<file path="src/chaos_params.svh">
`ifndef CHAOS_PARAMS_SVH
`define CHAOS_PARAMS_SVH

//////////////////////////////////////////////////
// Datapath and key geometry
//////////////////////////////////////////////////

// Operand and result width in bits
`define CHAOS_WIDTH 32

// Key bits per segment, 2 per gate for three gates
`define CHAOS_KEYSIZE 6

// Number of key segments
// Segment 0 serves the low half of the bits, segment 1 the high half
`define CHAOS_KEYSET 2

// Whole key width
`define CHAOS_KEYBITS (`CHAOS_KEYSIZE * `CHAOS_KEYSET)

`endif

</file>
<file path="src/chaos_pkg.sv">
`include "chaos_params.svh"

package chaos_pkg;

   // Function of one programmable two-input gate
   typedef enum logic [1:0]
   {
      GATE_XOR  = 2'd0,
      GATE_AND  = 2'd1,
      GATE_OR   = 2'd2,
      GATE_XNOR = 2'd3
   } gate_fn_e;

   // Arithmetic operation request
   typedef enum logic
   {
      OP_ADD = 1'b0,
      OP_SUB = 1'b1
   } alu_op_e;

   // Full key, segment 0 in the low bits
   typedef logic [`CHAOS_KEYBITS-1:0] key_t;

endpackage

</file>
<file path="src/alu_op_if.sv">
`timescale 1ns/1ps

`include "chaos_params.svh"

// One operation request, one per cycle with valid high
// No back-pressure, the consumer must take every request
interface alu_op_if;

   logic                    valid;
   chaos_pkg::alu_op_e      op;
   logic [`CHAOS_WIDTH-1:0] a;
   logic [`CHAOS_WIDTH-1:0] b;

   // Request source side
   modport src
   (
      output valid, op, a, b
   );

   // Pipeline side
   modport dst
   (
      input valid, op, a, b
   );

endinterface

</file>
<file path="src/adder_chaos.sv">
`timescale 1ns/1ps

`include "chaos_params.svh"

// One-bit full adder with three key-programmed gates
// Correct key fields: g0 XOR, g1 XOR, g2 AND
module adder_chaos
(
   input  logic                      a,
   input  logic                      b,
   input  logic                      c_in,
   input  logic [`CHAOS_KEYSIZE-1:0] key,
   output logic                      sum,
   output logic                      c_out
);

   // Outputs of the three programmable gates
   logic g0;
   logic g1;
   logic g2;

   // Evaluate one gate under its key field
   function automatic logic gate_eval
   (
      input chaos_pkg::gate_fn_e fn,
      input logic                x,
      input logic                y
   );
      logic r;
      case (fn)
         chaos_pkg::GATE_XOR:  r = x ^ y;
         chaos_pkg::GATE_AND:  r = x & y;
         chaos_pkg::GATE_OR:   r = x | y;
         chaos_pkg::GATE_XNOR: r = ~(x ^ y);
         default:              r = x ^ y;
      endcase
      return r;
   endfunction

   // g0 combines the operand bits, propagate term when unlocked
   assign g0 = gate_eval(chaos_pkg::gate_fn_e'(key[1:0]), a, b);

   // g1 folds carry-in into the sum
   assign g1 = gate_eval(chaos_pkg::gate_fn_e'(key[3:2]), g0, c_in);

   // g2 forms the generate term
   assign g2 = gate_eval(chaos_pkg::gate_fn_e'(key[5:4]), a, b);

   assign sum   = g1;
   // Carry rule is fixed, only its terms depend on the key
   assign c_out = g2 | (g0 & c_in);

endmodule

</file>
<file path="src/add_sub_chaos.sv">
`timescale 1ns/1ps

`include "chaos_params.svh"

// Ripple add/subtract built from chaos adders
// c_in high selects a - b through inverted b and a carry of one
module add_sub_chaos
(
   input  logic [`CHAOS_WIDTH-1:0] a,
   input  logic [`CHAOS_WIDTH-1:0] b,
   input  logic                    c_in,
   input  chaos_pkg::key_t         key,
   output logic [`CHAOS_WIDTH-1:0] sum
);

   // Bit index where segment 1 takes over
   localparam int HALF = `CHAOS_WIDTH / 2;

   // Conditionally inverted b
   logic [`CHAOS_WIDTH-1:0] b_xor;

   // Ripple chain, top carry is dropped
   logic [`CHAOS_WIDTH:0]   carry;

   assign b_xor    = b ^ {`CHAOS_WIDTH{c_in}};
   assign carry[0] = c_in;

   //////////////////////////////////////////////////
   // One chaos adder per bit
   //////////////////////////////////////////////////

   genvar ii;
   generate
      for (ii = 0; ii < `CHAOS_WIDTH; ii = ii + 1)
      begin : g_bit
         // Low half on segment 0, high half on segment 1
         localparam int SEG = (ii < HALF) ? 0 : 1;

         adder_chaos u_fa
         (
            .a     (a[ii]),
            .b     (b_xor[ii]),
            .c_in  (carry[ii]),
            .key   (key[SEG*`CHAOS_KEYSIZE +: `CHAOS_KEYSIZE]),
            .sum   (sum[ii]),
            .c_out (carry[ii+1])
         );
      end
   endgenerate

endmodule

</file>
<file path="src/key_store.sv">
`timescale 1ns/1ps

`include "chaos_params.svh"

// Key register, written one segment per strobe
module key_store
(
   input  logic                      clk,
   input  logic                      rst_n,
   input  logic                      key_wr,
   input  logic                      key_seg,
   input  logic [`CHAOS_KEYSIZE-1:0] key_data,
   output chaos_pkg::key_t           key
);

   // All-zero after reset, which is a locked state
   always_ff @(posedge clk)
   begin
      if (!rst_n)
      begin
         key <= '0;
      end
      else if (key_wr)
      begin
         // Overwrite only the addressed segment
         key[key_seg*`CHAOS_KEYSIZE +: `CHAOS_KEYSIZE] <= key_data;
      end
   end

   //////////////////////////////////////////////////
   // Checks
   //////////////////////////////////////////////////

   // Segment address in range on every write
   a_seg_range : assert property
   (
      @(posedge clk) disable iff (!rst_n)
      key_wr |-> (key_seg < `CHAOS_KEYSET)
   );

endmodule

</file>
<file path="src/alu_stage.sv">
`timescale 1ns/1ps

`include "chaos_params.svh"

// Two-stage pipeline around the locked adder
// Request registered at N, result registered at N+1
module alu_stage
(
   input  logic                    clk,
   input  logic                    rst_n,
   alu_op_if.dst                   req,
   input  chaos_pkg::key_t         key,
   output logic                    res_valid,
   output logic [`CHAOS_WIDTH-1:0] res
);

   // Stage 1 request registers
   logic                    s1_valid;
   chaos_pkg::alu_op_e      s1_op;
   logic [`CHAOS_WIDTH-1:0] s1_a;
   logic [`CHAOS_WIDTH-1:0] s1_b;

   // Adder output during the second cycle
   logic [`CHAOS_WIDTH-1:0] sum_w;

   //////////////////////////////////////////////////
   // Stage 1
   //////////////////////////////////////////////////

   always_ff @(posedge clk)
   begin
      if (!rst_n)
         s1_valid <= 1'b0;
      else
         s1_valid <= req.valid;
   end

   // Operands held until the next request
   always_ff @(posedge clk)
   begin
      if (req.valid)
      begin
         s1_op <= req.op;
         s1_a  <= req.a;
         s1_b  <= req.b;
      end
   end

   // Key is sampled live, so a fresh write applies here
   add_sub_chaos u_add_sub
   (
      .a    (s1_a),
      .b    (s1_b),
      .c_in (s1_op == chaos_pkg::OP_SUB),
      .key  (key),
      .sum  (sum_w)
   );

   //////////////////////////////////////////////////
   // Stage 2
   //////////////////////////////////////////////////

   always_ff @(posedge clk)
   begin
      if (!rst_n)
      begin
         res_valid <= 1'b0;
         res       <= '0;
      end
      else
      begin
         res_valid <= s1_valid;
         // Result holds between operations
         if (s1_valid)
            res <= sum_w;
      end
   end

   // Result strobe exactly one cycle behind stage 1
   a_res_follows : assert property
   (
      @(posedge clk) disable iff (!rst_n)
      1'b1 |=> (res_valid == $past(s1_valid))
   );

   // No result strobe straight out of reset
   a_res_reset : assert property
   (
      @(posedge clk) !rst_n |=> !res_valid
   );

endmodule

</file>
<file path="src/locked_alu_top.sv">
`timescale 1ns/1ps

`include "chaos_params.svh"

// Key-locked add/subtract unit
// Result appears two cycles after the request strobe
module locked_alu_top
(
   input  logic                      clk,
   input  logic                      rst_n,
   // Key segment write
   input  logic                      key_wr,
   input  logic                      key_seg,
   input  logic [`CHAOS_KEYSIZE-1:0] key_data,
   // Operation request
   input  logic                      op_valid,
   input  logic                      op_sub,
   input  logic [`CHAOS_WIDTH-1:0]   op_a,
   input  logic [`CHAOS_WIDTH-1:0]   op_b,
   // Result
   output logic                      res_valid,
   output logic [`CHAOS_WIDTH-1:0]   res
);

   chaos_pkg::key_t key;

   alu_op_if op_if ();

   // Plain ports onto the request bus
   assign op_if.valid = op_valid;
   assign op_if.op    = op_sub ? chaos_pkg::OP_SUB : chaos_pkg::OP_ADD;
   assign op_if.a     = op_a;
   assign op_if.b     = op_b;

   key_store u_key_store
   (
      .clk      (clk),
      .rst_n    (rst_n),
      .key_wr   (key_wr),
      .key_seg  (key_seg),
      .key_data (key_data),
      .key      (key)
   );

   alu_stage u_alu_stage
   (
      .clk       (clk),
      .rst_n     (rst_n),
      .req       (op_if.dst),
      .key       (key),
      .res_valid (res_valid),
      .res       (res)
   );

endmodule

</file>
<file path="config.mk">
export PLATFORM = sky130hd
export DESIGN_NAME = locked_alu_top
export DESIGN_NICKNAME = d
export VERILOG_FILES = /design/src/chaos_pkg.sv /design/src/alu_op_if.sv /design/src/adder_chaos.sv /design/src/add_sub_chaos.sv /design/src/key_store.sv /design/src/alu_stage.sv /design/src/locked_alu_top.sv
export VERILOG_INCLUDE_DIRS = /design/src
export SDC_FILE = /design/constraint.sdc
export NUM_CORES = 1
export LEC_CHECK = 0
export BUFFER_PORTS_ARGS = -buffer_cell sky130_fd_sc_hd__buf_2
export CORE_MARGIN = 2
export CORE_UTILIZATION = 50
export CTS_BUF_LIST = sky130_fd_sc_hd__clkbuf_4
export CTS_CLUSTER_DIAMETER = 150
export DETAILED_ROUTE_END_ITERATION = 10
export GPL_TIMING_DRIVEN = 0
export PLACE_DENSITY_LB_ADDON = 0.2
export SYNTH_ARGS = -nofsm -noshare
export SYNTH_HDL_FRONTEND = slang
export SYNTH_SLANG_ARGS = --single-unit
</file>
<file path="constraint.sdc">
create_clock -name clk -period 16.38 [get_ports clk]
set_input_delay 1.638 -clock clk [delete_from_list [all_inputs] [get_ports clk]]
set_output_delay 1.638 -clock clk [all_outputs]
set_load 0.005 [all_outputs]
</file>
* Word level (Yosys, flattened, before mapping)
Index checks and enable logic that the tools add are counted.
** Cells by class
- Equality and inequality tests :: 18
- Multipliers :: 1
- Add/subtract/negate cells :: 1
- Shift operators :: 2
- Muxes and demuxes :: 97
- Bitwise logic cells :: 288
- Reduce and logical (&&, ||, !) cells :: 6
** Operator list (count)
- $pmux W1 S4 :: 95
- $or A1 B1 Y1 :: 95
- $and A1 B1 Y1 :: 64
- $not A1 Y1 :: 64
- $xor A1 B1 Y1 :: 64
- $neg A4 Y34 :: 1
- $shift A6 B34 Y12 const A :: 1
- $shiftx A6 B34 Y12 :: 1
- $xor A32 B32 Y32 :: 1
- $eq A2 B2 Y1 const B :: 12
- $bwmux W12 :: 1
- $eq A2 B1 Y1 const B :: 6
- $logic_not A2 Y1 :: 6
- $mul A1 B2 Y3 const B :: 1
- $mux W1 :: 1
** Storage, ports and cells
- Output and inout port bits :: 33
- Word-level logic and storage cells :: 420
- Input bits :: 76
- Register bits :: 111

* Logic depth before layout (Yosys ltp)
- Word-level depth :: 69
- Gate-level depth with buffers :: 74

* By module
Synthesis repeated with hierarchy kept, for this count alone.
** Unflattened totals
- Cells, all modules :: 1056
- Area, all modules :: 9953.3 um^2
** Modules (own cells, without submodules)
- adder_chaos :: seq. area each 0.0 um^2, area each 183.9 um^2, times used 32, cells an instance 25
- alu_stage :: seq. area each 2632.5 um^2, area each 3248.1 um^2, times used 1, cells an instance 172
- key_store :: seq. area each 240.2 um^2, area each 467.9 um^2, times used 1, cells an instance 48
- add_sub_chaos :: seq. area each 0.0 um^2, area each 351.6 um^2, times used 1, cells an instance 36

* Worst setup path before layout
OpenSTA, ideal clock, no wires.
- Path type :: register to register
- From :: register u_alu_stage.s1_op
- To :: register u_alu_stage.res[31]
- Setup time :: 0.086 ns
- Clock period less this slack :: 14.661 ns
- Path buffers :: 2
- Cell stages (with the launch flop) :: 74
- Setup slack :: 1.719 ns
- Data arrival time :: 14.575 ns
- Required time :: 16.294 ns
- Cell sequence :: edfxtp_1 -> buf_2 -> buf_4 -> xor2_1 -> ha_1 -> nor2b_1 -> o21ai_1 -> o21ai_1 -> ha_1 -> a211o_1 -> ha_1 -> a211o_1 -> ha_1 -> a211o_1 -> ha_1 -> a21o_1 -> ha_1 -> a21o_1 -> [38 not listed] -> ha_1 -> a211o_1 -> ha_1 -> a211o_1 -> ha_1 -> a211o_1 -> ha_1 -> a211o_1 -> ha_1 -> a211o_1 -> ha_1 -> a211o_1 -> ha_1 -> a211o_1 -> ha_1 -> nand2_1 -> o21ai_0 -> a221oi_2
** On the way
- Word-level cells in the longest chain between the ends :: 69
** Ends and longest elaborated chain
- from (decl) :: RTL line alu_stage.sv:19 : chaos_pkg::alu_op_e s1_op;
- from (signal assigned) :: RTL line alu_stage.sv:43 : s1_op <= req.op;
- $xor A32 B32 Y32 :: RTL line add_sub_chaos.sv:25 : assign b_xor = b ^ {`CHAOS_WIDTH{c_in}};
- $xor A1 B1 Y1 :: RTL line adder_chaos.sv:31, adder_chaos.sv:34
- $not A1 Y1 :: RTL line adder_chaos.sv:34 : chaos_pkg::GATE_XNOR: r = ~(x ^ y);
- $pmux W1 S4 :: RTL line adder_chaos.sv:30 : case (fn)
- $and A1 B1 Y1 :: RTL line adder_chaos.sv:51 : assign c_out = g2 | (g0 & c_in);
- $or A1 B1 Y1 :: RTL line adder_chaos.sv:51
- $and A1 B1 Y1 :: RTL line adder_chaos.sv:51
- $or A1 B1 Y1 :: RTL line adder_chaos.sv:51
- [53 not listed]
- $or A1 B1 Y1 :: RTL line adder_chaos.sv:51
- $and A1 B1 Y1 :: RTL line adder_chaos.sv:51
- $or A1 B1 Y1 :: RTL line adder_chaos.sv:51
- $and A1 B1 Y1 :: RTL line adder_chaos.sv:51
- $or A1 B1 Y1 :: RTL line adder_chaos.sv:51
- $xor A1 B1 Y1 :: RTL line adder_chaos.sv:31, adder_chaos.sv:34
- $not A1 Y1 :: RTL line adder_chaos.sv:34
- $pmux W1 S4 * :: RTL line adder_chaos.sv:30
- to (signal assigned) :: RTL line alu_stage.sv:75 : res <= sum_w;
- to (decl) :: RTL line alu_stage.sv:14 : output logic [`CHAOS_WIDTH-1:0] res
Mark *: on every way between the ends. The rest lies on a longest branch, timed or not.
A chain may end at the register's enable or synchronous reset.

* Final worst setup path
Same ends and word-level chain as after synthesis.

==> flow_metrics.tcl <==
set metrics [dict create \
    cellPowerDensity_nw_per_um2 89.63 \
    wl_met3_mm 1.692 \
    report.final.slew_viol_count 0 \
    max_freq_mhz 63.61 \
    slowest_stage "edfxtp_1" \
    power_switching_uw 360.5 \
    endpoint_kind "flop" \
    die-area_um2 20100 \
    top_layer_used "met4" \
    max-cap-violations 0 \
    io_buffers 105 \
    nets 1375 \
    grt_antenna_before_repair 1 \
    cp.required_ns 16.82 \
    syn_avg_cell_area_um2 9.020 \
    first_pass_iters 6 \
    layout-drive-gt1-share_pct 22.11 \
    clockBufferDepth 2 \
    outcome "finished clean" \
    hp-start "u_key_store.key[8]$_SDFFE_PN0P_" \
    slew_headroom_pct 42.32 \
    grt_pass1_wl_mm 39.35 \
    gr-total-overflow 0 \
    syn_inst 1052 \
    arrival_ns 16.16 \
    ir_worst_vdd_mv 0.03966 \
    rsz0062_at_grt "false" \
    finalSetupTns_ns 0 \
    r2r_cells 72 \
    routed_wl_mm 25.11 \
    core_um2 18640 \
    crit_top_cell "ha_1" \
    hold_depth 2 \
    start_util_pct 50.90 \
    syn2layout_area_growth_pct 11.15 \
    hold_slack_ns 0.5742 \
    detail_route.vias_per_cell 5.810 \
    crit_fanout 4 \
    fp.dieW_um 141.8 \
    dp_hpwl_mm 19.21 \
    met1_length_mm 11.44 \
    final_area_um2 10550 \
    grt_max_degree 67 \
    timing.final.crit_share_pct 95.97 \
    reg2reg_to "u_alu_stage.res[31]$_SDFFE_PN0P_" \
    crit_start "u_alu_stage.s1_op$_DFFE_PP_" \
    synthesis.area_um2 9489 \
    worstHoldEndpoint "u_key_store.key[8]$_SDFFE_PN0P_" \
    critPathKind "reg2reg" \
    antenna_left 0 \
    swShare_pct 38.13 \
    grt_use_total_pct 24.88 \
    cts.reportedPaths.clkPinSlew_ns 0.20 \
    slowest_delay_ns 0.46 \
    power_leakage_uw 0.004645 \
    placed_area_um2 10310 \
    period_needed_ns 15.72 \
    synth_cell_types 33 \
    power_frac_comb_pct 45.5 \
    hold_path.class "reg2reg" \
    cts_root_buffer "clkbuf_4" \
    tightest_slew_ns 0.8651 \
    ys_seq_elements 111 \
    hold_viol_final 0 \
    power.share.clock_pct 19.2 \
    cts_num_sinks 111 \
    cts_inserted_buffers 9 \
    syn-num-nets 1256 \
    start_kind "flop" \
    rows 50 \
    drtIter0Drc 622 \
    cts_tree "built" \
    die_y_um 141.8 \
    intPower_uw 584.9 \
    grt_pass1_vias 7735 \
    vias 8198 \
    rrSetupSlack_ns 0.66 \
    p_seq_share_pct 35.3 \
    wire_per_inst_um 17.79 \
    place.gp.congestion 0.8847 \
    insertion_delay_ns 0.52 \
    synth-seq-area-share_pct 30.27 \
    htreeDepth 3 \
    dr_wl_met2_mm 11.40 \
    total_power_uw 945.4 \
    clock_skew_ns 0.03941 \
    remaining_drc_errors 0 \
    reg2reg_from "u_alu_stage.s1_op$_DFFE_PP_" \
    yosysWarnings 0 \
    setup_violations 0 \
    ios 109 \
]
layout make-up:
| class | instances | area (µm²) |
|---|---|---|
| Fill cell | 1769 | 8095 |
| Multi-Input combinational cell | 781 | 5748 |
| Sequential cell | 111 | 2873 |
| Buffer | 85 | 608.1 |
| Timing Repair Buffer | 109 | 558.0 |
| Tap cell | 234 | 292.8 |
| Inverter | 74 | 277.8 |
| Clock inverter | 5 | 105.1 |
| Clock buffer | 11 | 82.58 |
| Antenna cell | 1 | 2.502 |
power by group through the flow:
stage | Sequential (µW) | Combinational (µW) | Clock, µW
finish | 334 | 430 | 182
global route | 336 | 482 | 195
CTS | 333 | 426 | 184
detailed placement | 340 | 423 | 0
global placement | 340 | 415 | 0
floorplan | 335 | 320 | 0
sequential cells by signal, summed over array words and instances, names as in the netlist:
signal,flops
u_alu_stage.s1_valid,1
u_alu_stage.s1_b,32
u_key_store.key,12
u_alu_stage.res_valid,1
u_alu_stage.s1_op,1
u_alu_stage.s1_a,32
u_alu_stage.res,32
critical path: cells and delay by family, from the launching register on:
family,cells,cell delay [ns]
xor+xnor,1,0.18
compound gates,35,7.48
flops,1,0.46
buf+inv,1,0.17
fa+ha+maj,33,7.22
simple gates,2,0.14
layout by cell type, fill, tap and decap left out, types with 20 or more instances in the layout:
cell	synthesis	routed
dfxtp_1	46	46
a21oi_1	39	39
buf_4	16	20
nor2b_1	35	35
a211oi_2	29	29
a221oi_2	22	22
buf_6	20	20
xor2_1	32	32
clkbuf_1	20	20
a211o_1	31	31
o21ai_1	34	34
o21ai_0	131	131
buf_2	27	130
a211oi_1	25	25
nor2_1	46	46
o21a_1	24	24
edfxtp_1	65	65
ha_1	128	124
inv_1	74	74
nand2_1	120	120
cells in the mapped netlist:
master	count	share of area [%]
o21ai_0	131	6.9
ha_1	128	17
nand2_1	120	4.7
inv_1	74	2.9
edfxtp_1	65	21
dfxtp_1	46	9.7
nor2_1	46	1.8
a21oi_1	39	2.1
nor2b_1	35	2.3
o21ai_1	34	1.8
xor2_1	32	3.0
a211o_1	31	2.9
a211oi_2	29	3.8
buf_2	27	1.4
a211oi_1	25	2.0
o21a_1	24	1.9
a221oi_2	22	3.5
buf_6	20	2.4
clkbuf_1	20	0.79
a21o_1	16	1.3
buf_4	16	1.3
o211ai_1	15	1.2
a221oi_1	10	0.92
and2_1	10	0.66
nor2_2	8	0.53
mux2i_1	7	0.74
a21boi_0	6	0.47
nand3_1	6	0.32
o211ai_2	3	0.40
and2_4	2	0.18
buf_12	2	0.42
nor2b_4	2	0.29
clkbuf_2	1	0.053
per-stage QoR:
stage / utilization (%) / setup slack [ns] / cells
6_report: 56.58 / 0.6603 / 1411
5_1_grt: 56.58 / 0.01087 / 1411
4_1_cts: 56.31 / 0.1867 / 1407
3_5_place_dp: 55.30 / 0.2315 / 1391
3_3_place_gp: 55.29 / 0.4350 / 1391
2_1_floorplan: - / 1.719 / 1052
logic make-up after synthesis:
group	synth area share [%]
buffers and inverters	9.256
DFF	30.27
adders and majority gates	16.88
xor gates and xnor gates	2.954
and+or+nand+nor	10.85
muxes	0.7384
AOI/OAI and AO/OA	29.05
worst max path at each step:
stage                     cells after the start                               end  slack, ns
after CTS                                    73  u_alu_stage.res[31]$_SDFFE_PN0P_       0.19
after floorplan                              73  u_alu_stage.res[31]$_SDFFE_PN0P_       1.72
after global placement                       73  u_alu_stage.res[31]$_SDFFE_PN0P_       0.43
final                                        72  u_alu_stage.res[31]$_SDFFE_PN0P_       0.66
after global routing                         72  u_alu_stage.res[31]$_SDFFE_PN0P_       0.01
after detailed placement                     73  u_alu_stage.res[31]$_SDFFE_PN0P_       0.23
routing by layer:
metal  vias up  global-route usage (%)
met5         -                       0
li1       3975                       -
met3        39                   3.746
met2       309                   39.65
met4         0                   8.474
met1      3875                   34.64
timing repair:
item                       4_1_cts  5_1_grt
hold buffers                     0        0
setup endpoints to repair        0        2
gates resized for setup          0        9
buffers inserted                 0        4
No activity file was read; power rests on OpenSTA's default activity.
